==> config.mk <==
export PLATFORM = sky130hd
export DESIGN_NAME = soc_bus_decoder
export DESIGN_NICKNAME = d
export VERILOG_FILES = /design/src/verilog/soc_pkg.sv /design/src/verilog/soc_bus_decoder.sv
export SDC_FILE = /design/constraint.sdc
export NUM_CORES = 1
export LEC_CHECK = 0
export ABC_AREA = 1
export BUFFER_PORTS_ARGS = -buffer_cell sky130_fd_sc_hd__buf_4
export CORE_AREA = 3 3 155 157
export DETAILED_ROUTE_END_ITERATION = 12
export DIE_AREA = 0 0 158 160
export GPL_TIMING_DRIVEN = 0
export MAX_ROUTING_LAYER = met4
export SETUP_SLACK_MARGIN = 0.05
export SYNTH_ARGS = -nofsm -noshare
export SYNTH_HDL_FRONTEND = slang
export SYNTH_SLANG_ARGS = --single-unit
==> constraint.sdc <==
create_clock -name vclk -period 1.7
set_input_delay 0.17 -clock vclk [all_inputs]
set_output_delay 0.17 -clock vclk [all_outputs]
set_load 0.01 [all_outputs]
==> src/verilog/soc_pkg.sv <==
/*
 * SoC shared definitions
 * Host bus request/response structs, device map, register offsets and sizes
 */
`default_nettype none

package soc_pkg;

    // Master to device
    typedef struct packed {
        logic        valid;
        logic [31:0] address;
        logic [3:0]  wstrobe;
        logic [31:0] wdata;
    } bus_req_t;

    // Device to master
    typedef struct packed {
        logic        ready;
        logic [31:0] rdata;
    } bus_rsp_t;

    // Device codes from address bits 31 to 24
    localparam logic [7:0] dev_ram   = 8'h00;
    localparam logic [7:0] dev_timer = 8'h80;
    localparam logic [7:0] dev_uart  = 8'h81;

    localparam int ram_size_words = 256;
    localparam int ram_addr_bits  = 8;

    // Register offsets in address bits 7 to 0
    localparam logic [7:0] timer_reg_counter = 8'h00;
    localparam logic [7:0] timer_reg_compare = 8'h04;
    localparam logic [7:0] timer_reg_control = 8'h08;
    localparam logic [7:0] uart_reg_data     = 8'h00;
    localparam logic [7:0] uart_reg_status   = 8'h04;

    // UART bit timing
    localparam int uart_clks_per_bit = 16;
    localparam int uart_cnt_bits     = $clog2(uart_clks_per_bit);
    localparam logic [uart_cnt_bits-1:0] uart_bit_last  = uart_cnt_bits'(uart_clks_per_bit - 1);
    localparam logic [uart_cnt_bits-1:0] uart_half_last =
        uart_cnt_bits'(uart_clks_per_bit / 2 - 1);

endpackage

`default_nettype wire

==> src/verilog/soc_bus_decoder.sv <==
/*
 * Host bus decoder
 * Routes a request to RAM, timer or UART by device code and muxes the reply
 */
`timescale 1ns/1ns
`default_nettype none

module soc_bus_decoder (
    input  soc_pkg::bus_req_t host_req,
    output soc_pkg::bus_rsp_t host_rsp,
    output soc_pkg::bus_req_t ram_req,
    output soc_pkg::bus_req_t timer_req,
    output soc_pkg::bus_req_t uart_req,
    input  soc_pkg::bus_rsp_t ram_rsp,
    input  soc_pkg::bus_rsp_t timer_rsp,
    input  soc_pkg::bus_rsp_t uart_rsp
);

    logic [7:0] dev_code;

    assign dev_code = host_req.address[31:24];

    // Address, strobes and data go everywhere but valid only to the selected device
    always_comb begin
        ram_req         = host_req;
        timer_req       = host_req;
        uart_req        = host_req;
        ram_req.valid   = host_req.valid && (dev_code == soc_pkg::dev_ram);
        timer_req.valid = host_req.valid && (dev_code == soc_pkg::dev_timer);
        uart_req.valid  = host_req.valid && (dev_code == soc_pkg::dev_uart);
    end

    always_comb begin
        case (dev_code)
            soc_pkg::dev_ram: begin
                host_rsp = ram_rsp;
            end
            soc_pkg::dev_timer: begin
                host_rsp = timer_rsp;
            end
            soc_pkg::dev_uart: begin
                host_rsp = uart_rsp;
            end
            default: begin
                // Nothing mapped here so answer at once with zero
                host_rsp.ready = host_req.valid;
                host_rsp.rdata = 32'h0000_0000;
            end
        endcase
    end

endmodule

`default_nettype wire

==> Word level (Yosys, flattened, before mapping) <==
Index checks and enable logic that the tools add are counted.
{ "word_totals": {"reg_bits": 0, "in_bits": 168, "word_cells": 7, "out_inout_bits": 240, "mem_bits_ro": 0, "n_memories": 0, "mem_bits_rw": 0, "latch_bits": 0} }
{ "op_classes": {"n_addsub": 0, "n_lt_le_gt_ge": 0, "mul": 0, "n_shift": 0, "n_mux": 1, "n_eq_ne": 2, "n_bitwise": 0, "n_div": 0, "reduce_logical": 4} }
{ "ops": {"columns": ["op", "count"], "rows": [
  ["$pmux 33 s3", 1],
  ["$eq 8x8->1 const B", 2],
  ["$logic_not 8->1", 1],
  ["$logic_and 1x1->1", 3]
]} }

==> Logic depth before layout (Yosys ltp) <==
{ "logic_depth": {"depth_word": 2, "ltp_mapped": 8, "depth_no_buf": 7} }

==> Least setup slack after synthesis <==
No wires, ideal clock.
{ "synth_path": {"kind": "in2out", "from": "in host_req[61] (netlist bit)", "to": "out host_rsp[12] (netlist bit)", "arrival_time_ps": 889, "cell_stages": 6, "slack_ps": 641, "t_required_ps": 1530, "path_buffers": 1, "cell_sequence": "nor2_2 -> nand2_4 -> nor2_8 -> buf_12 -> nand2_2 -> nand3_2"} }
{ "synth_rtl": {"columns": ["item", "line", "source"], "rows": [
  ["start, declared", "soc_bus_decoder.sv:9", "input soc_pkg::bus_req_t host_req,"],
  ["end, declared", "soc_bus_decoder.sv:10", "output soc_pkg::bus_rsp_t host_rsp,"]
]} }

==> out/summary.md <==
### Synthesis
• **commonest cells in the netlist** sky130_fd_sc_hd__buf_4, sky130_fd_sc_hd__nand2_1, sky130_fd_sc_hd__nand3_2
• **cell count after synthesis** 380
• **Avg Inst Size Synth** 6.82 um^2
• **Distinct cells, synth** 17
• **Seq/Total Area, Yosys** 0%
• **post-synth net total** 548
• **area share of the largest cell type after synthesis** 59.1%
• **Ys Warns** 0
• **Synth Cell Area** 0.00259 mm^2
• **biggest area consumer among synthesized cells** sky130_fd_sc_hd__buf_4
• **main area contributors after synthesis** sky130_fd_sc_hd__buf_4, sky130_fd_sc_hd__nand3_2, sky130_fd_sc_hd__nand2_1, sky130_fd_sc_hd__nand2_2, sky130_fd_sc_hd__buf_12
• **most repeated cell in the gate-level netlist after synthesis** sky130_fd_sc_hd__buf_4

### Final layout
• **Area growth syn-to-layout** 115%
• **number of clock buffers in the layout** 0
• **number of flip-flops and latches** 0
• **Post-layout nets** 898
• **sequential cell area** 0 um^2
• **Post-Route Utilization** 24.6%
• **filler cell count** 2545
• **share of cells above drive strength 1** 86.7%
• **antenna cells** 0

### Worst setup path
• **data arrival time at the worst-slack endpoint** 1.34 ns
• **Stages on worst setup path** 8
• **worst setup path endpoint** host_rsp[4]
• **category of the critical setup timing path** in2out
• **worst-path fanout max** 10
• **highest-delay cell along the critical path** sky130_fd_sc_hd__nor2_4
• **timing startpoint of the critical path** host_req[63]
• **maximum cell stage delay along the critical path** 0.22 ns
• **crit start category** input pin
• **kind of end point of the critical path** primary output
• **dominant delay contributor by cell family on the critical path** simple AND/OR/NAND/NOR gates
• **cell occurring most often along the worst timing path** sky130_fd_sc_hd__buf_4
• **worst-path cell chain** buf_4, nor2_2, nand2_4, nor2_4, buf_6, nand2_1, nand3_2, buf_4
• **Buf+Inv Stages, Crit Path** 3
• **required time at the endpoint of the critical path** 1.53 ns

### Clocking
• **number of buffers added to fix hold violations after cts** 0
• **Post-CTS Setup Bufs** 0
• **post-cts gate resize count** 1

### Place
• **DP Wirelength** 11.5 mm
• **routability cong.** 0.805
• **number of input and output port buffers inserted** 348
• **worst slack at placement** 0.000200 ns

### Power and ir drop
• **portion of total power attributed to sequential cells** 0%
• **leakage** 3.37 nW
• **net switching power** 0.373 mW
• **logic gate share of total power** 100.0%
• **switching portion of total power** 32.9%
• **portion of total power attributed to the clock network** 0%
• **Int Pwr** 0.760 mW
• **Cell Pwr Density** 203 mW/mm^2
• **maximum vdd ir drop** 0.000111 V

### Floorplanning
• **number of primary I/O pins** 408
• **Total Die Area** 0.0253 mm^2
• **Core ar.** 0.0226 mm^2
• **initial standard-cell utilization of the core** 11.4%
• **row cnt** 55
• **die outline width** 158 um
• **overall die height** 160 um

### Route
• **via density per instance** 3.20
• **final antenna-violating net count** 0
• **Vias** 3238
• **total iterations of the first detailed-routing run** 4
• **first-iteration detailed-routing DRC count** 65
• **number of remaining DRC errors** 0
• **average wire length per cell after detail routing** 12.6 um
• **Total Wirelength** 12.8 mm

### Global routing
• **first-pass GRT wire length** 17.0 mm
• **residual overflow from global routing** 0
• **number of antenna violations at the first check in global routing** 0
• **aggregate global-route resource usage** 8.74%
• **via count of the first global-routing pass** 3194
• **pin count of the biggest net entering global routing** 11

### Timing
• **transition time at the pin with the least slew margin** 0.236 ns
• **Setup WS post-layout** 0.187 ns
• **maximum achievable frequency** 661 MHz
• **setup violation total in the final timing report** 0
• **clock period minus worst slack** 1.51 ns
• **setup repair after global routing missed its margin** true
• **worst relative slew slack** 84.3%
• **number of max-slew violations in the final report** 0
• **post-route clock period utilization** 89.0%
• **number of hold violations in the final report** 0

### Min path
• **worst hold path type** in2out

### Status
• **outcome** completed

### Flow run
• **maxcap violations** 0

==> placed cells by master (no fill, tap or decap) <==
cell type and instances:
sky130_fd_sc_hd__nor2_4 1, sky130_fd_sc_hd__buf_6 4, sky130_fd_sc_hd__nand3_2 32, sky130_fd_sc_hd__nor3_1 1, sky130_fd_sc_hd__nor2_2 3, sky130_fd_sc_hd__buf_2 1, sky130_fd_sc_hd__nand2_2 31, sky130_fd_sc_hd__nor2_8 1
sky130_fd_sc_hd__nand2_4 1, sky130_fd_sc_hd__inv_1 9, sky130_fd_sc_hd__inv_2 1, sky130_fd_sc_hd__buf_12 3, sky130_fd_sc_hd__nand3_1 2, sky130_fd_sc_hd__nand4_1 1, sky130_fd_sc_hd__buf_4 553, sky130_fd_sc_hd__nor2_1 9
sky130_fd_sc_hd__nand2_1 75
==> per-stage QoR <==
stage               std cells  power (mW)  hold slack [ns]  area [um^2]  TNS [ns]
global route             1013        1.20            0.520         5570         0
global placement         1013        1.13            0.517         5560  -0.00110
finish                   1013        1.13            0.517         5570         0
floorplan                 380       0.526            0.432         2590         0
detailed placement       1013        1.14            0.517         5560         0
CTS                      1013        1.15            0.518         5560         0
==> worst min path at each step <==
stage | startpoint | end | slack, ns | depth (start not counted)
2_1_floorplan | host_req[0] | ram_req[0] | 0.43 | 1
3_3_place_gp | host_req[20] | uart_req[20] | 0.52 | 2
3_5_place_dp | host_req[55] | ram_req[55] | 0.52 | 2
5_1_grt | host_req[7] | ram_req[7] | 0.52 | 2
6_report | host_req[7] | uart_req[7] | 0.52 | 2
4_1_cts | host_req[30] | timer_req[30] | 0.52 | 2
==> per-layer routing <==
layer	part of all wire (%)	global-route usage [%]	wire, um
met1	35	9.33	4500
met2	56	17.9	7110
met3	9.0	0.976	1150
met4	0	0.0391	0
met5	0	-	0
==> cells by family after synthesis <==
kind of cell	after synthesis	synth area share (%)
and+or+nand+nor	157	35.2
buffers and inverters	223	64.8
==> final cells by class <==
type / instances / area (um^2) / share of cell area [%]
plain buffers: 213 / 1650 / 29.6
inverters: 10 / 37.5 / 0.674
multi-input cells: 157 / 912 / 16.4
well taps: 285 / 357 / 6.40
repair buffers: 348 / 2610 / 46.9
==> power groups by stage <==
stage | Sequential, mW | Clock, mW | Combinational, mW
6_report | 0 | 0 | 1.13
5_1_grt | 0 | 0 | 1.20
4_1_cts | 0 | 0 | 1.15
3_5_place_dp | 0 | 0 | 1.14
3_3_place_gp | 0 | 0 | 1.13
2_1_floorplan | 0 | 0 | 0.526
Note: power is estimated with default switching activity, not from simulation.
