--- src/verilog/soc_pkg.sv ---
/*
 * SoC shared definitions
 * Host bus request/response structs, device map, register offsets and sizes
 */
`default_nettype none

package soc_pkg;

    // Master to device
    typedef struct packed {
        logic        valid;
        logic [31:0] address;
        logic [3:0]  wstrobe;
        logic [31:0] wdata;
    } bus_req_t;

    // Device to master
    typedef struct packed {
        logic        ready;
        logic [31:0] rdata;
    } bus_rsp_t;

    // Device codes from address bits 31 to 24
    localparam logic [7:0] dev_ram   = 8'h00;
    localparam logic [7:0] dev_timer = 8'h80;
    localparam logic [7:0] dev_uart  = 8'h81;

    localparam int ram_size_words = 256;
    localparam int ram_addr_bits  = 8;

    // Register offsets in address bits 7 to 0
    localparam logic [7:0] timer_reg_counter = 8'h00;
    localparam logic [7:0] timer_reg_compare = 8'h04;
    localparam logic [7:0] timer_reg_control = 8'h08;
    localparam logic [7:0] uart_reg_data     = 8'h00;
    localparam logic [7:0] uart_reg_status   = 8'h04;

    // UART bit timing
    localparam int uart_clks_per_bit = 16;
    localparam int uart_cnt_bits     = $clog2(uart_clks_per_bit);
    localparam logic [uart_cnt_bits-1:0] uart_bit_last  = uart_cnt_bits'(uart_clks_per_bit - 1);
    localparam logic [uart_cnt_bits-1:0] uart_half_last =
        uart_cnt_bits'(uart_clks_per_bit / 2 - 1);

endpackage

`default_nettype wire

--- src/verilog/soc_timer.sv ---
/*
 * Timer peripheral
 * Free-running counter with a compare register and a level interrupt
 */
`timescale 1ns/1ns
`default_nettype none

module soc_timer (
    input  bit                clk,
    input  bit                arst_n,
    input  soc_pkg::bus_req_t req,
    output soc_pkg::bus_rsp_t rsp,
    output bit                irq
);

    logic        ready;
    logic [31:0] rdata;
    logic [31:0] counter;
    logic [31:0] compare;
    logic        enable;
    logic        pending;
    logic        access;
    logic        write;
    logic [7:0]  reg_offset;

    // Merge new bytes over an old word
    function automatic logic [31:0] merge_bytes(input logic [31:0] old_word,
                                                input logic [31:0] new_word,
                                                input logic [3:0]  strobe);
        logic [31:0] result;
        result = old_word;
        for (int i = 0; i < 4; i++) begin
            if (strobe[i]) begin
                result[8*i +: 8] = new_word[8*i +: 8];
            end
        end
        return result;
    endfunction

    assign reg_offset = req.address[7:0];
    assign access     = req.valid && !ready;
    assign write      = access && (req.wstrobe != 4'b0000);

    always_ff @(posedge clk or negedge arst_n) begin
        if (!arst_n) begin
            ready   <= 1'b0;
            counter <= 32'd0;
            compare <= 32'd0;
            enable  <= 1'b0;
            pending <= 1'b0;
        end else begin
            ready   <= access;
            counter <= counter + 32'd1;
            if (write && reg_offset == soc_pkg::timer_reg_counter) begin
                counter <= merge_bytes(counter, req.wdata, req.wstrobe);
            end
            if (write && reg_offset == soc_pkg::timer_reg_compare) begin
                compare <= merge_bytes(compare, req.wdata, req.wstrobe);
            end
            if (write && reg_offset == soc_pkg::timer_reg_control && req.wstrobe[0]) begin
                enable <= req.wdata[0];
                // Write one to clear
                if (req.wdata[1]) begin
                    pending <= 1'b0;
                end
            end
            // A match in the same cycle wins over a clear
            if (enable && counter == compare) begin
                pending <= 1'b1;
            end
        end
    end

    always_ff @(posedge clk) begin
        if (access) begin
            case (reg_offset)
                soc_pkg::timer_reg_counter: rdata <= counter;
                soc_pkg::timer_reg_compare: rdata <= compare;
                soc_pkg::timer_reg_control: rdata <= {30'd0, pending, enable};
                default:                    rdata <= 32'd0;
            endcase
        end
    end

    assign rsp = '{ready: ready, rdata: rdata};
    assign irq = pending && enable;

endmodule

`default_nettype wire

--- config.mk ---
export PLATFORM = sky130hd
export DESIGN_NAME = soc_timer
export DESIGN_NICKNAME = d
export VERILOG_FILES = /design/src/verilog/soc_pkg.sv /design/src/verilog/soc_timer.sv
export SDC_FILE = /design/constraint.sdc
export NUM_CORES = 1
export LEC_CHECK = 0
export BUFFER_PORTS_ARGS = -buffer_cell sky130_fd_sc_hd__buf_2
export CORE_ASPECT_RATIO = 1.1
export CORE_MARGIN = 4
export CORE_UTILIZATION = 50
export CTS_CLUSTER_SIZE = 16
export DETAILED_ROUTE_END_ITERATION = 7
export PLACE_DENSITY_LB_ADDON = 0.15
export SETUP_SLACK_MARGIN = 0.02
export SYNTH_ARGS = -nofsm -noshare
export SYNTH_HDL_FRONTEND = slang
export SYNTH_SLANG_ARGS = --single-unit
--- constraint.sdc ---
create_clock -name clk -period 3 [get_ports clk]
set_clock_uncertainty 0.15 [all_clocks]
set_input_delay 0.3 -clock clk [delete_from_list [all_inputs] [get_ports clk]]
set_output_delay 0.3 -clock clk [all_outputs]
set_load 0.005 [all_outputs]
# Word-level counts from Yosys, hierarchy flattened
# Index checks and enable logic that the tools add are counted.
# Widths: inputs -> output; s select.
dict set report classes {
  muxes 9
  eq_ne 7
  n_reduce_logical 18
  n_addsub 1
}
# operator count
set op_table {}
lappend op_table {{$pmux 32 s3} 1}
lappend op_table {{$add 32x1->32 const B} 1}
lappend op_table {{$eq 32x32->1} 1}
lappend op_table {{$mux 32} 1}
lappend op_table {{$mux 8} 4}
lappend op_table {{$reduce_and 2->1} 5}
lappend op_table {{$eq 8x3->1 const B} 1}
lappend op_table {{$eq 8x4->1 const B} 1}
lappend op_table {{$logic_and 1x1->1} 8}
lappend op_table {{$logic_not 8->1} 1}
lappend op_table {{$ne 2x2->1 const B} 4}
lappend op_table {{$reduce_bool 2->1} 2}
lappend op_table {{$reduce_bool 4->1} 1}
lappend op_table {{$mux 1} 3}
lappend op_table {{$logic_not 1->1} 1}
dict set report word_totals {
  inputBits 71
  reg_bits 99
  wordCells 47
}

# Longest topological paths before layout
dict set report logic_depth {
  word_depth 7
  ltp_mapped 8
  mapped_depth_nobuf 6
}

# Worst setup path before layout
# No wires, ideal clock.
dict set report synth_path {
  path_type {reg-to-reg}
  startpoint {register ready}
  endpoint {register counter[31]}
  slack_ns 0.030
  path_buffers 2
  arrival_time_ns 2.721
  setup_ns 0.099
  path_stages_with_launch 8
  path_cell_list {dfrtp_1 > nor2b_1 > clkbuf_1 > nand4_1 > buf_2 > o41ai_2 > a21oi_1 > a311oi_1}
}
dict set report synth_between {
  elab_chain_cells 5
}
# element line
set synth_rtl {}
lappend synth_rtl {{start: declaration} soc_timer.sv:16} ;# logic ready;
lappend synth_rtl {{start signal: assignment} soc_timer.sv:52} ;# ready <= access;
lappend synth_rtl {{$logic_not 1->1 *} soc_timer.sv:41} ;# assign access = req.valid && !ready;
lappend synth_rtl {{$logic_and 1x1->1 *} soc_timer.sv:41}
lappend synth_rtl {{via access} soc_timer.sv:22} ;# logic access;
lappend synth_rtl {{$logic_and 1x1->1 *} soc_timer.sv:42} ;# assign write = access && (req.wstrobe != 4'b0000);
lappend synth_rtl {{$logic_and 1x1->1 *} soc_timer.sv:54} ;# if (write && reg_offset == soc_pkg::timer_reg_counter) begin
lappend synth_rtl {{$ne 2x2->1 (no line) or $mux 32 (tied branches)} --}
lappend synth_rtl {{end signal: assignment} soc_timer.sv:53} ;# counter <= counter + 32'd1;
lappend synth_rtl {{end signal: assignment} soc_timer.sv:55} ;# counter <= merge_bytes(counter, req.wdata, req.wstrobe);
lappend synth_rtl {{end: declaration} soc_timer.sv:18} ;# logic [31:0] counter;
# The timed path passes the listed nets; every way through them passes the cells marked *.
# A chain may end at the register's enable or synchronous reset.

# Worst setup path in the final report
dict set report layout_path {
  startpoint {register counter[5]}
  endpoint {register counter[28]}
}
dict set report layout_between {
  elab_chain_cells 2
}
# element line
set layout_rtl {}
lappend layout_rtl {{$add 32x1->32} soc_timer.sv:53}
lappend layout_rtl {{$mux 32} soc_timer.sv:54}
# Every way passes these cells.

==> metrics.md <==
| Metric | Value |
|---|---|
| Status | complete, no violations |
| Clock power frac | 0.318 |
| Most numerous cell in the Yosys netlist | dfrtp_1 |
| Initial Utilization | 0.516 |
| Netlist cell types | 56 |
| Worst-Skew Late Latency | 0.38 ns |
| Max Root-Sink Buffers | 2 |
| Post-DRT Antenna Nets | 0 |
| Fin crit share | 0.781 |
| Sequential cell area | 2640 sq um |
| Hold_sp | req[27] |
| Routed WL per cell | 19.9 um |
| Worst Setup End Kind | flip-flop |
| HP Class | input pin to flip-flop |
| Die Area | 11900 sq um |
| FP Rows | 38 |
| Syn Area/Cell | 11.1 sq um |
| First-pass GRT wire length | 21400 um |
| GRT Total Usage | 0.230 |
| Top cells by count, synth | 67 x dfrtp_1, 33 x mux2_2, 32 x edfxtp_1, 32 x nor2_1 |
| Post-Syn Instances | 463 |
| Post-route minimum period | 2.34 ns |
| Seq cells post-synth | 99 |
| Port bufs | 80 |
| WS Path Type | flip-flop to flip-flop |
| Layout Area Growth over Synthesis | 14.4% |
| TritonRoute pass-1 iters | 5 |
| Power density over the cells | 511 nW/um^2 |
| Hpwl dp | 9310 um |
| Synth area leader | dfrtp_1 |
| Post-synth EDFFs | 32 |
| Crit path DAT | 2.47 ns |
| Sw frac | 0.282 |
| DRC Markers | 0 |
| Worst Setup Start Kind | flip-flop |
| Worst r2r src | counter[5]$_DFFE_PN0P_ |
| Reg clk slew, reported paths | 0.10 ns |
| Slew Limit Fails | 0 |
| Starting DRT DRC Count | 212 |
| Multi-input gate area | 2330 sq um |
| Top cells by area, synth | dfrtp_1 33%, edfxtp_1 19%, mux2_2 7.3% |
| H-Tree Depth | 3 |
| Nets | 605 |
| Crit path max fanout | 9 |
| Initial antenna violation count | 0 |
| Main synth FF type | dfrtp_1 |
| Setup Viol. Count Final | 0 |
| Ant diodes | 0 |
| Slew @ Worst Pin | 0.843 ns |
| Synth Net Count | 535 |
| Sequential Power Share | 0.556 |
| Final Core Density | 0.590 |
| Worst Setup SP | counter[5]$_DFFE_PN0P_ |
| Total negative slack | 0 ns |
| YS warnings | 0 |
| # IOs | 105 |
| CTS root buffer | clkbuf_8 |
| # Max-Cap Violations | 0 |
| Pleak | 2.51 nW |
| Combinational power share | 0.126 |
| Sequential area share after synthesis | 0.515 |
| RePlAce Congestion | 0.906 |
| Number of clock buffers inserted by TritonCTS | 9 |
| Internal power | 0.00215 W |
| Synthesized area | 5120 sq um |
| Routed via count | 4095 |
| Hold Vio Cnt, Final | 0 |
| Slew margin rel. | 0.438 |
| CP required | 3.13 ns |
| Peak supply drop | 0.000311 V |
| Core ar. | 9940 sq um |
| Sw Pwr | 0.000846 W |
| Number of global-route vias before repair | 3995 |
| Die Height | 114 um |
| # clock sinks | 99 |
| Via-to-Cell Ratio | 6.22 |
| Global route overflow | 0 |
| FMAX | 427 MHz |
| Layout cell share with drive strength beyond 1 | 0.297 |
| CTS tree | done |
| RSZ-0062 raised after global routing | false |
| Die X | 105 um |
| Largest net degree at the start of global routing | 36 |
| Final wirelength | 13100 um |
| Post-synth ARST share | 0.677 |
| # fillers | 842 |
| Post-cts resize count | 0 |
| Top-area cell type share of the netlist area | 0.327 |
## worst paths after layout
check	to	slack, ns	depth (start not counted)
worst min-delay path	compare[27]$_DFFE_PN0P_	0.02	2
worst max-delay path	counter[28]$_DFFE_PN0P_	0.66	5
worst max register to register	counter[28]$_DFFE_PN0P_	0.66	5
worst min register to register	pending$_DFFE_PN0P_	0.39	2
max in group asynchronous	compare[28]$_DFFE_PN0P_	1.63	3
min in group asynchronous	counter[5]$_DFFE_PN0P_	0.40	2
## critical path, stage by stage, from the launching register on
cell	delay (ns)
dfrtp_1	0.54
nand4_2	0.25
or4_4	0.60
nor4_4	0.37
nand2_1	0.11
a31o_1	0.23
## power groups by stage
stage	clock network, W	registers (W)	logic, W
finish	0.000953	0.00167	0.000377
floorplan	0	0.00158	0.000327
global route	0.00103	0.00169	0.000419
global placement	0	0.00168	0.000369
CTS	0.000964	0.00166	0.000378
detailed placement	0	0.00169	0.000375
## cells in the final DEF (no fill, tap or decap), types with 6 or more instances in the layout
cell / n
and4_1: 7
nand3_1: 25
xnor2_1: 17
clkbuf_8: 10
xor2_1: 15
o221a_2: 6
edfxtp_1: 32
buf_2: 80
buf_4: 9
nand2_1: 30
a22o_1: 30
nor3_1: 8
mux2_2: 33
dfrtp_1: 67
a21oi_1: 20
nand4_1: 16
nor4_1: 7
o21ai_0: 17
nor2_1: 32
## area by class of cell
cell class / instances / share of cell area
Clock buffer: 11 / 0.0241
Clock inverter: 5 / 0.0130
Inverter: 5 / 0.00320
Multi-Input combinational cell: 326 / 0.398
Sequential cell: 99 / 0.450
Tap cell: 120 / 0.0256
Timing Repair Buffer: 92 / 0.0866
## routing by layer
| layer | wire [um] | track usage | up-vias |
|---|---|---|---|
| li1 | - | - | 1892 |
| met1 | 5720 | 0.305 | 2042 |
| met2 | 6460 | 0.376 | 139 |
| met3 | 625 | 0.0400 | 22 |
| met4 | 272 | 0.0975 | 0 |
| met5 | 0 | 0 | - |
## stage by stage
| stage | instance area (sq um) | cells | total power [W] | hold slack, ns | setup WS (ns) |
|---|---|---|---|---|---|
| after CTS | 5860 | 658 | 0.00301 | 0.00364 | 0.659 |
| after global routing | 5860 | 658 | 0.00314 | 0.0103 | 0.484 |
| final | 5860 | 658 | 0.00300 | 0.0151 | 0.658 |
| after global placement | 5630 | 640 | 0.00205 | 0.293 | 0.430 |
| after floorplan | 5120 | 463 | 0.00191 | -0.146 | 0.0299 |
| after detailed placement | 5630 | 640 | 0.00206 | 0.299 | 0.389 |
## flip-flops by register name, summed over array words and instances (netlist names)
name     count
counter     32
compare     32
enable       1
pending      1
rdata       32
ready        1
## kinds of logic (layout without fill, tap and decap cells)
group,after synthesis,in the layout,synth area share
fa+ha+maj,1,1,0.00244
buf+inv,38,113,0.0337
simple gates,153,153,0.165
mux,36,36,0.0784
xor+xnor,32,32,0.0547
compound gates,104,104,0.151
flops,99,99,0.515
## timing repair
action	4_1_cts	5_1_grt
setup buffers	0	0
endpoints found under the setup margin	0	0
hold buffers	2	0
hold endpoints to repair	34	0
Power figures use the tool's default switching activity.
