[src/verilog/soc_pkg.sv]
/*
 * SoC shared definitions
 * Host bus request/response structs, device map, register offsets and sizes
 */
`default_nettype none

package soc_pkg;

    // Master to device
    typedef struct packed {
        logic        valid;
        logic [31:0] address;
        logic [3:0]  wstrobe;
        logic [31:0] wdata;
    } bus_req_t;

    // Device to master
    typedef struct packed {
        logic        ready;
        logic [31:0] rdata;
    } bus_rsp_t;

    // Device codes from address bits 31 to 24
    localparam logic [7:0] dev_ram   = 8'h00;
    localparam logic [7:0] dev_timer = 8'h80;
    localparam logic [7:0] dev_uart  = 8'h81;

    localparam int ram_size_words = 256;
    localparam int ram_addr_bits  = 8;

    // Register offsets in address bits 7 to 0
    localparam logic [7:0] timer_reg_counter = 8'h00;
    localparam logic [7:0] timer_reg_compare = 8'h04;
    localparam logic [7:0] timer_reg_control = 8'h08;
    localparam logic [7:0] uart_reg_data     = 8'h00;
    localparam logic [7:0] uart_reg_status   = 8'h04;

    // UART bit timing
    localparam int uart_clks_per_bit = 16;
    localparam int uart_cnt_bits     = $clog2(uart_clks_per_bit);
    localparam logic [uart_cnt_bits-1:0] uart_bit_last  = uart_cnt_bits'(uart_clks_per_bit - 1);
    localparam logic [uart_cnt_bits-1:0] uart_half_last =
        uart_cnt_bits'(uart_clks_per_bit / 2 - 1);

endpackage

`default_nettype wire

[src/verilog/soc_uart.sv]
/*
 * 8N1 UART peripheral
 * Transmit and receive shifters behind a data and a status register
 */
`timescale 1ns/1ns
`default_nettype none

module soc_uart (
    input  bit                clk,
    input  bit                arst_n,
    input  soc_pkg::bus_req_t req,
    output soc_pkg::bus_rsp_t rsp,
    output bit                tx,
    input  bit                rx
);

    logic        ready;
    logic [31:0] rdata;
    logic        access;
    logic [7:0]  reg_offset;
    logic        tx_start;
    logic        data_read;

    logic                              tx_busy;
    logic [9:0]                        tx_shift;
    logic [3:0]                        tx_bit_cnt;
    logic [soc_pkg::uart_cnt_bits-1:0] tx_clk_cnt;

    logic                              rx_meta;
    logic                              rx_sync;
    logic                              rx_prev;
    logic                              rx_busy;
    logic [3:0]                        rx_bit_cnt;
    logic [soc_pkg::uart_cnt_bits-1:0] rx_clk_cnt;
    logic [7:0]                        rx_shift;
    logic                              rx_done;
    logic [7:0]                        rx_data;
    logic                              rx_valid;

    assign reg_offset = req.address[7:0];
    assign access     = req.valid && !ready;
    // Writes while a frame is going out are dropped
    assign tx_start   = access && req.wstrobe[0] && !tx_busy
                        && reg_offset == soc_pkg::uart_reg_data;
    assign data_read  = access && req.wstrobe == 4'b0000
                        && reg_offset == soc_pkg::uart_reg_data;

    always_ff @(posedge clk or negedge arst_n) begin
        if (!arst_n) begin
            ready <= 1'b0;
        end else begin
            ready <= access;
        end
    end

    // Transmitter shifts frame bits out LSB first
    always_ff @(posedge clk or negedge arst_n) begin
        if (!arst_n) begin
            tx_busy    <= 1'b0;
            tx_shift   <= '1;
            tx_bit_cnt <= 4'd0;
            tx_clk_cnt <= '0;
        end else if (tx_start) begin
            tx_busy    <= 1'b1;
            tx_shift   <= {1'b1, req.wdata[7:0], 1'b0};
            tx_bit_cnt <= 4'd0;
            tx_clk_cnt <= soc_pkg::uart_bit_last;
        end else if (tx_busy) begin
            if (tx_clk_cnt == '0) begin
                tx_shift   <= {1'b1, tx_shift[9:1]};
                tx_clk_cnt <= soc_pkg::uart_bit_last;
                tx_bit_cnt <= tx_bit_cnt + 4'd1;
                if (tx_bit_cnt == 4'd9) begin
                    tx_busy <= 1'b0;
                end
            end else begin
                tx_clk_cnt <= tx_clk_cnt - 1'b1;
            end
        end
    end

    assign tx = tx_shift[0];

    always_ff @(posedge clk or negedge arst_n) begin
        if (!arst_n) begin
            rx_meta <= 1'b1;
            rx_sync <= 1'b1;
            rx_prev <= 1'b1;
        end else begin
            rx_meta <= rx;
            rx_sync <= rx_meta;
            rx_prev <= rx_sync;
        end
    end

    // Receiver bit 0 is start with 1 to 8 data and 9 stop
    always_ff @(posedge clk or negedge arst_n) begin
        if (!arst_n) begin
            rx_busy    <= 1'b0;
            rx_bit_cnt <= 4'd0;
            rx_clk_cnt <= '0;
        end else if (!rx_busy) begin
            if (rx_prev && !rx_sync) begin
                rx_busy    <= 1'b1;
                rx_bit_cnt <= 4'd0;
                rx_clk_cnt <= soc_pkg::uart_half_last;
            end
        end else if (rx_clk_cnt == '0) begin
            rx_clk_cnt <= soc_pkg::uart_bit_last;
            rx_bit_cnt <= rx_bit_cnt + 4'd1;
            // Start bit glitch returns to idle
            if ((rx_bit_cnt == 4'd0 && rx_sync) || rx_bit_cnt == 4'd9) begin
                rx_busy <= 1'b0;
            end
        end else begin
            rx_clk_cnt <= rx_clk_cnt - 1'b1;
        end
    end

    always_ff @(posedge clk) begin
        if (rx_busy && rx_clk_cnt == '0 && rx_bit_cnt >= 4'd1 && rx_bit_cnt <= 4'd8) begin
            rx_shift <= {rx_sync, rx_shift[7:1]};
        end
    end

    // Mid stop bit with a valid stop level
    assign rx_done = rx_busy && rx_clk_cnt == '0 && rx_bit_cnt == 4'd9 && rx_sync;

    always_ff @(posedge clk or negedge arst_n) begin
        if (!arst_n) begin
            rx_valid <= 1'b0;
        end else if (rx_done) begin
            rx_valid <= 1'b1;
        end else if (data_read) begin
            rx_valid <= 1'b0;
        end
    end

    always_ff @(posedge clk) begin
        if (rx_done) begin
            rx_data <= rx_shift;
        end
    end

    always_ff @(posedge clk) begin
        if (access) begin
            case (reg_offset)
                soc_pkg::uart_reg_data:   rdata <= {24'd0, rx_data};
                soc_pkg::uart_reg_status: rdata <= {30'd0, rx_valid, tx_busy};
                default:                  rdata <= 32'd0;
            endcase
        end
    end

    assign rsp = '{ready: ready, rdata: rdata};

endmodule

`default_nettype wire

[config.mk]
export PLATFORM = sky130hd
export DESIGN_NAME = soc_uart
export DESIGN_NICKNAME = d
export VERILOG_FILES = /design/src/verilog/soc_pkg.sv /design/src/verilog/soc_uart.sv
export SDC_FILE = /design/constraint.sdc
export NUM_CORES = 1
export LEC_CHECK = 0
export BUFFER_PORTS_ARGS = -buffer_cell sky130_fd_sc_hd__buf_2
export CELL_PAD_IN_SITES_DETAIL_PLACEMENT = 2
export CELL_PAD_IN_SITES_GLOBAL_PLACEMENT = 2
export CORE_AREA = 2 2 98 100
export DETAILED_ROUTE_END_ITERATION = 10
export DIE_AREA = 0 0 100 102
export GPL_ROUTABILITY_DRIVEN = 0
export GPL_TIMING_DRIVEN = 1
export PLACE_DENSITY_LB_ADDON = 0.1
export SLEW_MARGIN = 0
export SYNTH_ARGS = -nofsm -noshare
export SYNTH_HDL_FRONTEND = slang
export SYNTH_SLANG_ARGS = --single-unit
[constraint.sdc]
create_clock -name clk -period 2.2 [get_ports clk]
set_input_delay 0.33 -clock clk [delete_from_list [all_inputs] [get_ports clk]]
set_output_delay 0.33 -clock clk [all_outputs]
set_load 0.02 [all_outputs]
Yosys cells after proc, flatten, opt, wreduce, memory -nomap -nowiden
Index checks and enable logic that the tools add are counted.
{"block": "totals", "regBits": 81, "latch_bits": 0, "ramBits": 0, "romBits": 0, "in_bits": 72, "out_inout_bits": 34, "memories": 0}
{"block": "op_classes", "n_addsub": 4, "n_mul": 0, "div": 0, "n_lt_le_gt_ge": 2, "eq_ne": 4, "shift": 0, "mux": 26, "bitwise": 0, "n_reduce_logical": 28}
{"op": "$mux 4", "count": 12}
{"op": "$mux 10", "count": 3}
{"op": "$logic_not 4->1", "count": 4}
{"op": "$pmux 8 s2", "count": 1}
{"op": "$logic_and 1x1->1", "count": 13}
{"op": "$mux 1", "count": 10}
{"op": "$add 4x1->4 const B", "count": 2}
{"op": "$eq 4x4->1 const B", "count": 2}
{"op": "$eq 8x3->1 const B", "count": 1}
{"op": "$logic_not 8->1", "count": 1}
{"op": "$reduce_bool 2->1", "count": 4}
{"op": "$sub 4x1->4 const B", "count": 2}
{"op": "$ge 4x1->1 const B", "count": 1}
{"op": "$le 4x4->1 const B", "count": 1}
{"op": "$reduce_and 2->1", "count": 2}
{"op": "$logic_not 1->1", "count": 3}
{"op": "$ne 2x1->1 const B", "count": 1}
{"op": "$logic_or 1x1->1", "count": 1}

Longest topological paths before layout
Gate-level depths: netlist of run 1.
{"block": "logic_depth", "word_depth": 7, "ltp_mapped": 6, "mapped_depth_nobuf": 5}

Worst setup path after synthesis of run 1
No wires, ideal clock.
{"block": "synth_path", "kind": "register to register", "from": "reg rx_clk_cnt[0] (netlist bit)", "to": "reg rx_data[0] (enable)", "setup_time_ns": 0.386, "arrival_time_ns": 1.647, "required_time_ns": 1.814, "slack_ns": 0.167, "path_stages_with_launch": 6, "path_buffers": 1, "period_less_slack_ns": 2.033, "path_cell_list": "dfrtp_1 -> inv_1 -> ha_1 -> nand4bb_1 -> clkbuf_1 -> nor3_1"}
{"block": "synth_via", "elab_chain_len": 4}
{"item": "start, declared", "line": "soc_uart.sv:34", "source": "logic [soc_pkg::uart_cnt_bits-1:0] rx_clk_cnt;"}
{"item": "start signal, assigned", "line": "soc_uart.sv:106", "source": "rx_clk_cnt <= soc_pkg::uart_half_last;"}
{"item": "start signal, assigned", "line": "soc_uart.sv:109", "source": "rx_clk_cnt <= soc_pkg::uart_bit_last;"}
{"item": "start signal, assigned", "line": "soc_uart.sv:116", "source": "rx_clk_cnt <= rx_clk_cnt - 1'b1;"}
{"item": "$logic_not 4->1", "line": "soc_uart.sv:127", "source": "assign rx_done = rx_busy && rx_clk_cnt == '0 && rx_bit_cnt == 4'd9 && rx_sync;"}
{"item": "$logic_and 1x1->1 (3 in a row)", "line": "soc_uart.sv:127"}
{"item": "via rx_done", "line": "soc_uart.sv:36", "source": "logic rx_done;"}
{"item": "end signal, assigned", "line": "soc_uart.sv:141", "source": "rx_data <= rx_shift;"}
{"item": "end, declared", "line": "soc_uart.sv:37", "source": "logic [7:0] rx_data;"}
The timed path passes the listed nets, and every way through them passes these cells.
A chain may end at the register's enable or synchronous reset.

Worst setup path after layout of run 1
Same ends and word-level chain as after synthesis.

==> flow_results.xml, run 1 <==
<?xml version="1.0" encoding="UTF-8"?>
<metrics>
  <group name="outcome">
    <metric name="status" unit="">completed</metric>
  </group>
  <group name="logic_synthesis">
    <metric name="asyncSetResetFlopFracSynth" unit="%">57.1</metric>
    <metric name="synthDominantAreaCellType" unit="">sky130_fd_sc_hd__edfxtp_1</metric>
    <metric name="synth.yosys.warnings" unit="">0</metric>
    <metric name="total_of_flip_flops_plus_latches_after_synthesis" unit="">56</metric>
    <metric name="synth_area_per_cell" unit="um2">12.5</metric>
    <metric name="synth_edf_count" unit="">24</metric>
    <metric name="syn-instance-count" unit="">214</metric>
    <metric name="yosys-top-cells-area" unit="">sky130_fd_sc_hd__edfxtp_1 (27%), sky130_fd_sc_hd__dfrtp_1 (19%), sky130_fd_sc_hd__dfstp_2 (12%), sky130_fd_sc_hd__buf_4 (7.0%), sky130_fd_sc_hd__mux2_2 (4.2%)</metric>
    <metric name="synthDistinctLibCells" unit="">46</metric>
    <metric name="synth_seq_area_share" unit="%">57.4</metric>
    <metric name="yosys.area.top_type_share" unit="%">26.9</metric>
    <metric name="synth_ff_type" unit="">sky130_fd_sc_hd__edfxtp_1</metric>
    <metric name="netlist_area" unit="um2">2680</metric>
  </group>
  <group name="floorplanning">
    <metric name="core.rowCount" unit="">35</metric>
    <metric name="io-pin-count" unit="">106</metric>
    <metric name="design.die.area" unit="um2">10200</metric>
    <metric name="floorplan.die.height" unit="um">102</metric>
    <metric name="coreArea" unit="um2">9110</metric>
    <metric name="die_w" unit="um">100</metric>
    <metric name="floorplan.initialDensity" unit="%">29.4</metric>
  </group>
  <group name="sta">
    <metric name="fmax" unit="MHz">578</metric>
    <metric name="hold_viol_final" unit="">0</metric>
    <metric name="grt_setup_unrepaired" unit="">false</metric>
    <metric name="fin_worst_skew" unit="ns">0.00623</metric>
    <metric name="fin_tns_setup" unit="ns">0</metric>
    <metric name="tightestPinTransition" unit="ns">0.763</metric>
    <metric name="timing_max_transition_violations_final" unit="">0</metric>
    <metric name="finalWorstSetupSlack" unit="ns">0.470</metric>
    <metric name="post-route-period-util" unit="%">78.6</metric>
    <metric name="period_needed" unit="ns">1.73</metric>
    <metric name="finalSetupViolCount" unit="">0</metric>
    <metric name="worst_slew_margin_rel" unit="%">49.1</metric>
  </group>
  <group name="clock_tree">
    <metric name="clock_sinks" unit="">56</metric>
    <metric name="post_cts_resized" unit="">0</metric>
    <metric name="cts_inserted_buffers" unit="">5</metric>
    <metric name="root_buffer" unit="">sky130_fd_sc_hd__clkbuf_8</metric>
    <metric name="clk_path_buf_depth" unit="">2</metric>
    <metric name="clk-insertion-delay-late" unit="ns">0.32</metric>
    <metric name="post-cts-setup-buffers" unit="">0</metric>
    <metric name="cts_tree" unit="">yes</metric>
    <metric name="cts.hold.buffers_added" unit="">0</metric>
    <metric name="worst_setup_hold_path_clk_slew" unit="ns">0.11</metric>
    <metric name="number_of_h_tree_levels" unit="">2</metric>
  </group>
  <group name="global_route">
    <metric name="number_of_antenna_violations_at_the_first_check_in_global_routing" unit="">0</metric>
    <metric name="grt_start_max_net_pins" unit="">33</metric>
    <metric name="via_count_of_the_first_global_routing_pass" unit="">1718</metric>
    <metric name="overflow" unit="">0</metric>
    <metric name="globalRouteTotalUtil" unit="%">11.0</metric>
    <metric name="wire_length_of_the_first_global_routing_pass" unit="mm">8.83</metric>
  </group>
  <group name="detailed_routing">
    <metric name="vias_per_cell" unit="">4.53</metric>
    <metric name="detailedRoute.firstIterationViolations" unit="">23</metric>
    <metric name="ant_nets" unit="">0</metric>
    <metric name="dr_total_vias" unit="">1663</metric>
    <metric name="post-route-drc-count" unit="">0</metric>
    <metric name="dr_wl_met2" unit="mm">2.50</metric>
    <metric name="drt-pass1-iter-count" unit="">4</metric>
    <metric name="top_signal_layer_used" unit="">met4</metric>
    <metric name="met1Wirelength" unit="mm">2.47</metric>
    <metric name="drt-total-wl" unit="mm">5.26</metric>
    <metric name="wl_per_cell" unit="um">14.3</metric>
    <metric name="route.met3.wl" unit="um">220</metric>
  </group>
  <group name="pwr">
    <metric name="power_leakage" unit="uW">0.00131</metric>
    <metric name="cellPowerDensity" unit="nW/um2">791</metric>
    <metric name="vdd.ir_drop.worst" unit="uV">334</metric>
  </group>
  <group name="place">
    <metric name="hpwlAfterDp" unit="mm">3.81</metric>
    <metric name="port-buffer-count" unit="">33</metric>
    <metric name="place_worst_setup_slack" unit="ns">0.324</metric>
  </group>
  <group name="worst_setup_path">
    <metric name="arrival" unit="ns">1.77</metric>
    <metric name="critPathCaptureType" unit="">flip-flop</metric>
    <metric name="crit_fanout" unit="">11</metric>
    <metric name="cp_data_required_time" unit="ns">2.24</metric>
    <metric name="crit_type" unit="">reg -&gt; reg</metric>
    <metric name="setup.worst_path.start_class" unit="">flip-flop</metric>
  </group>
  <group name="finish">
    <metric name="syn2layout_area_growth" unit="%">12.3</metric>
    <metric name="final_core_util" unit="%">33.0</metric>
    <metric name="drive_above_1_share" unit="%">34.0</metric>
    <metric name="fillers" unit="">1011</metric>
    <metric name="antennaDiodeCount" unit="">0</metric>
    <metric name="finish.net_count" unit="">334</metric>
  </group>
  <group name="worst_hold_path">
    <metric name="holdCritPathClass" unit="">in -&gt; async</metric>
  </group>
  <group name="run">
    <metric name="maxCapViolCount" unit="">0</metric>
  </group>
</metrics>
[cells in the final DEF, fill, tap and decap left out, drive strengths merged, types with 3 or more instances in the layout]
cell type,n
buf,41
conb,24
edfxtp,24
dfrtp,20
mux2,14
inv,13
nand2,12
dfstp,12
o21ai,11
nor2,10
a21oi,8
ha,7
and3,7
clkbuf,5
or3,4
nor3,3
mux2i,3
nand3,3
nor4,3
[synth_stat cells (all sizes together) (3+ instances only)]
cell type  instances
a21oi              8
and3               7
buf               29
dfrtp             20
dfstp             12
edfxtp            24
ha                 7
inv               12
mux2              14
mux2i              3
nand2             12
nand3              3
nor2              10
nor3               3
nor4               3
o21ai             11
or3                4
[critical path, stage by stage, from the launching register on]
cell	delay (ns)
sky130_fd_sc_hd__dfrtp_1	0.41
sky130_fd_sc_hd__inv_1	0.10
sky130_fd_sc_hd__ha_1	0.24
sky130_fd_sc_hd__nand4bb_1	0.12
sky130_fd_sc_hd__buf_4	0.19
sky130_fd_sc_hd__nor3_1	0.18
sky130_fd_sc_hd__buf_4	0.21
[through the flow]
step	cells	total power (uW)	area (um2)	hold WS, ns
final	367	2380	3010	0.0727
after global routing	367	2530	3010	0.0878
after CTS	367	2430	3010	0.0873
after detailed placement	359	1800	2910	0.350
after global placement	359	1780	2910	0.345
after floorplan	237	1670	2770	0.0344
[worst paths after layout]
kind | startpoint | end | slack, ns | cells past startpoint
max in group asynchronous | arst_n | tx_clk_cnt[3] | 1.64 | 1
hold / removal | arst_n | tx_bit_cnt[0] | 0.07 | 1
min in group clk | rx | rx_meta | 0.10 | 1
setup reg to reg | rx_clk_cnt[0] | rx_data[0] | 0.47 | 6
setup / recovery | rx_clk_cnt[0] | rx_data[0] | 0.47 | 6
hold reg to reg | rx_meta | rx_sync | 0.36 | 0
[metal layers]
| layer | vias to the layer above | GRT usage (%) |
|---|---|---|
| met4 | 0 | 3.48 |
| met2 | 38 | 18.0 |
| met5 | - | 0 |
| met1 | 830 | 14.8 |
| li1 | 789 | - |
| met3 | 6 | 2.33 |
[where the power goes]
part,internal [uW],switching (uW)
clock,235,380
sequential,1210,110
combinational,182,262
total,1630,752
[state kept, by name, summed over array words and instances (netlist names), 4 cells and up]
signal and cells:
rx_clk_cnt 4, tx_clk_cnt 4, tx_shift 9, rx_data 8, rx_bit_cnt 4, tx_bit_cnt 4, rx_shift 8, rdata 8
[cell families (layout without fill, tap and decap cells)]
| group | count (synthesis) | in the layout | share of synthesized area (%) |
|---|---|---|---|
| XOR/XNOR | 3 | 3 | 0.981 |
| multiplexers | 17 | 17 | 7.57 |
| flip-flops | 56 | 56 | 57.4 |
| AO/OA/AOI/OAI | 32 | 32 | 7.15 |
| buffers and inverters | 42 | 61 | 9.81 |
| other | 1 | 24 | 0.140 |
| adder cells (fa/ha/maj) | 7 | 7 | 3.27 |
| AND/OR/NAND/NOR | 56 | 56 | 13.7 |
[layout make-up]
class | count | area, um2 | share of cell area, %
Inverter | 12 | 45.0 | 1.50
Sequential cell | 56 | 1540 | 51.1
Multi-Input combinational cell | 139 | 966 | 32.1
Timing Repair Buffer | 41 | 225 | 7.49
Tap cell | 111 | 139 | 4.62
Clock buffer | 5 | 68.8 | 2.29
Clock inverter | 3 | 27.5 | 0.915
Note: power is estimated with default switching activity, not from simulation.
==> run 2: changes to the inputs <==
Clock period 2.2 ns to 1.7 ns, I/O delays scaled along.
==> run 2 against run 1 <==
  * Register-to-register slack lost 0.36 ns
  * Via count is 2.6% higher
  * Sequential power is 27% higher
  * Fmax grew 8.7%
  * Die area unchanged
  * Sequential share of layout area down 2.4 points
  * Final area up 5.0%
  * Hold slack got worse by 0.043 ns
  * Critical path depth is 3 lower
  * Global-route usage up 0.30 points
==> flow_results.xml, run 2 (synthesis results as in run 1) <==
<?xml version="1.0" encoding="UTF-8"?>
<metrics>
  <group name="outcome">
    <metric name="status" unit="">completed</metric>
  </group>
  <group name="global_route">
    <metric name="number_of_antenna_violations_at_the_first_check_in_global_routing" unit="">0</metric>
    <metric name="overflow" unit="">0</metric>
    <metric name="groute.layer.met3.usage" unit="%">2.80</metric>
    <metric name="via_count_of_the_first_global_routing_pass" unit="">1875</metric>
    <metric name="globalRouteTotalUtil" unit="%">11.3</metric>
    <metric name="grtUsageMet2" unit="%">19.5</metric>
    <metric name="grt_start_max_net_pins" unit="">33</metric>
    <metric name="wire_length_of_the_first_global_routing_pass" unit="mm">9.00</metric>
    <metric name="grt-busiest-layer" unit="">met2</metric>
    <metric name="use_met1" unit="%">14.3</metric>
  </group>
  <group name="clock_tree">
    <metric name="cts_tree" unit="">yes</metric>
    <metric name="worst_setup_hold_path_clk_slew" unit="ns">0.11</metric>
    <metric name="cts_inserted_buffers" unit="">5</metric>
    <metric name="clk_path_buf_depth" unit="">2</metric>
    <metric name="clock_sinks" unit="">56</metric>
    <metric name="post-cts-setup-buffers" unit="">0</metric>
    <metric name="number_of_h_tree_levels" unit="">2</metric>
    <metric name="root_buffer" unit="">sky130_fd_sc_hd__clkbuf_8</metric>
    <metric name="clk-insertion-delay-late" unit="ns">0.31</metric>
  </group>
  <group name="worst_setup_path">
    <metric name="worstRegToRegCells" unit="">3</metric>
    <metric name="timing.critical_path.slowest_cell_delay" unit="ns">0.49</metric>
    <metric name="cp_data_required_time" unit="ns">1.95</metric>
    <metric name="crit_type" unit="">reg -&gt; reg</metric>
    <metric name="critPathCaptureType" unit="">flip-flop</metric>
    <metric name="setup.worst_path.start_class" unit="">flip-flop</metric>
    <metric name="crit_chain" unit="">nor4b_4 &gt; nand4_4 &gt; mux2_4</metric>
    <metric name="arrival" unit="ns">1.84</metric>
    <metric name="critPathSlowestCell" unit="">sky130_fd_sc_hd__dfrtp_1</metric>
    <metric name="crit_fanout" unit="">13</metric>
  </group>
  <group name="floorplanning">
    <metric name="die_w" unit="um">100</metric>
    <metric name="io-pin-count" unit="">106</metric>
    <metric name="core.rowCount" unit="">35</metric>
    <metric name="floorplan.die.height" unit="um">102</metric>
    <metric name="floorplan.initialDensity" unit="%">29.4</metric>
    <metric name="coreArea" unit="um2">9110</metric>
    <metric name="design.die.area" unit="um2">10200</metric>
  </group>
  <group name="pwr">
    <metric name="power.sequential.fraction" unit="%">52.1</metric>
    <metric name="power_leakage" unit="uW">0.00139</metric>
    <metric name="power.clock.fraction" unit="%">24.6</metric>
    <metric name="cellPowerDensity" unit="nW/um2">1010</metric>
    <metric name="power.total" unit="uW">3210</metric>
    <metric name="vdd.ir_drop.worst" unit="uV">490</metric>
    <metric name="power_report.internal_total" unit="uW">2200</metric>
    <metric name="total_switching_power" unit="uW">1010</metric>
    <metric name="power.share.combinational" unit="%">23.3</metric>
    <metric name="switching_power_as_a_share_of_total_power" unit="%">31.4</metric>
  </group>
  <group name="worst_hold_path">
    <metric name="worstHoldPathCells" unit="">1</metric>
    <metric name="holdCritPathClass" unit="">in -&gt; reg</metric>
  </group>
  <group name="place">
    <metric name="post_dp_cell_area" unit="um2">3010</metric>
    <metric name="port-buffer-count" unit="">33</metric>
    <metric name="hpwlAfterDp" unit="mm">4.05</metric>
  </group>
  <group name="detailed_routing">
    <metric name="drt-total-wl" unit="mm">5.49</metric>
    <metric name="detailedRoute.firstIterationViolations" unit="">33</metric>
    <metric name="post-route-drc-count" unit="">0</metric>
    <metric name="drt-pass1-iter-count" unit="">3</metric>
    <metric name="dr_total_vias" unit="">1706</metric>
    <metric name="wl_per_cell" unit="um">14.4</metric>
    <metric name="ant_nets" unit="">0</metric>
    <metric name="vias_per_cell" unit="">4.49</metric>
  </group>
  <group name="sta">
    <metric name="finalSetupViolCount" unit="">0</metric>
    <metric name="timing_max_transition_violations_final" unit="">0</metric>
    <metric name="post-route-period-util" unit="%">93.6</metric>
    <metric name="fmax" unit="MHz">629</metric>
    <metric name="hold_viol_final" unit="">0</metric>
    <metric name="fin_worst_skew" unit="ns">0.00559</metric>
    <metric name="period_needed" unit="ns">1.59</metric>
    <metric name="grt_setup_unrepaired" unit="">false</metric>
  </group>
  <group name="finish">
    <metric name="final_core_util" unit="%">34.7</metric>
    <metric name="drive_above_1_share" unit="%">38.7</metric>
    <metric name="antennaDiodeCount" unit="">0</metric>
    <metric name="layout_common_cells" unit="">sky130_fd_sc_hd__buf_2 (33), sky130_fd_sc_hd__conb_1 (24), sky130_fd_sc_hd__edfxtp_1 (24)</metric>
    <metric name="largest_reg_by_ff_count" unit="">tx_shift</metric>
    <metric name="finish.net_count" unit="">347</metric>
    <metric name="fin_area" unit="um2">3160</metric>
    <metric name="layout_commonest_cell" unit="">sky130_fd_sc_hd__buf_2</metric>
    <metric name="multiInputGateArea" unit="um2">1010</metric>
    <metric name="fillers" unit="">1002</metric>
    <metric name="largest_register_ff_count" unit="">9</metric>
    <metric name="syn2layout_area_growth" unit="%">17.9</metric>
    <metric name="area.sequential" unit="um2">1540</metric>
  </group>
  <group name="run">
    <metric name="maxCapViolCount" unit="">0</metric>
  </group>
</metrics>
-- run 2: area by class of cell --
class | instances | share of cell area, %
Clock buffer | 5 | 2.18
Clock inverter | 3 | 0.871
Inverter | 12 | 1.43
Multi-Input combinational cell | 139 | 32.0
Sequential cell | 56 | 48.6
Tap cell | 111 | 4.40
Timing Repair Buffer | 54 | 10.5
-- run 2: timing repair --
action	4_1_cts	5_1_grt
endpoints found under the hold margin	20	0
resized for setup	0	6
setup endpoints to repair	0	9
hold buffers	1	0
-- run 2: power by group through the flow --
stage               Clock, uW  Sequential [uW]  Combinational, uW
floorplan                   0             1690                484
CTS                       823             1680                762
global route              865             1700                859
global placement            0             1700                726
detailed placement          0             1700                758
finish                    787             1670                747
-- run 2: worst max-delay path: cells and delay by family (launching register included) --
family	cells	cell delay, ns
flip-flops	1	0.49
multiplexers	1	0.38
AND/OR/NAND/NOR	2	0.65
-- run 2: path summary, 6_finish.rpt --
kind | from | end | slack (ns)
hold reg to reg | rx_meta | rx_sync | 0.37
setup / recovery | tx_busy | tx_shift[4] | 0.11
max in group asynchronous | arst_n | rx_meta | 0.84
setup reg to reg | tx_busy | tx_shift[4] | 0.11
min in group asynchronous | arst_n | tx_bit_cnt[2] | 0.51
hold / removal | rx | rx_meta | 0.03
-- run 2: through the flow --
step | instances | hold slack (ns) | TNS, ns | setup WS (ns)
after global routing | 380 | 0.0174 | 0 | 0.00188
after detailed placement | 371 | 0.326 | 0 | 0.0708
after CTS | 380 | 0.0198 | 0 | 0.0532
after global placement | 371 | 0.324 | 0 | 0.100
after floorplan | 237 | -0.0406 | -1.12 | -0.0828
final | 380 | 0.0300 | 0 | 0.109
-- run 2: routing by layer --
metal | share of wire [%] | wire length, um | vias up
met5 | 0 | 0 | -
li1 | - | - | 814
met4 | 1.0 | 57 | 0
met1 | 45 | 2490 | 845
met2 | 49 | 2690 | 41
met3 | 4.5 | 245 | 6
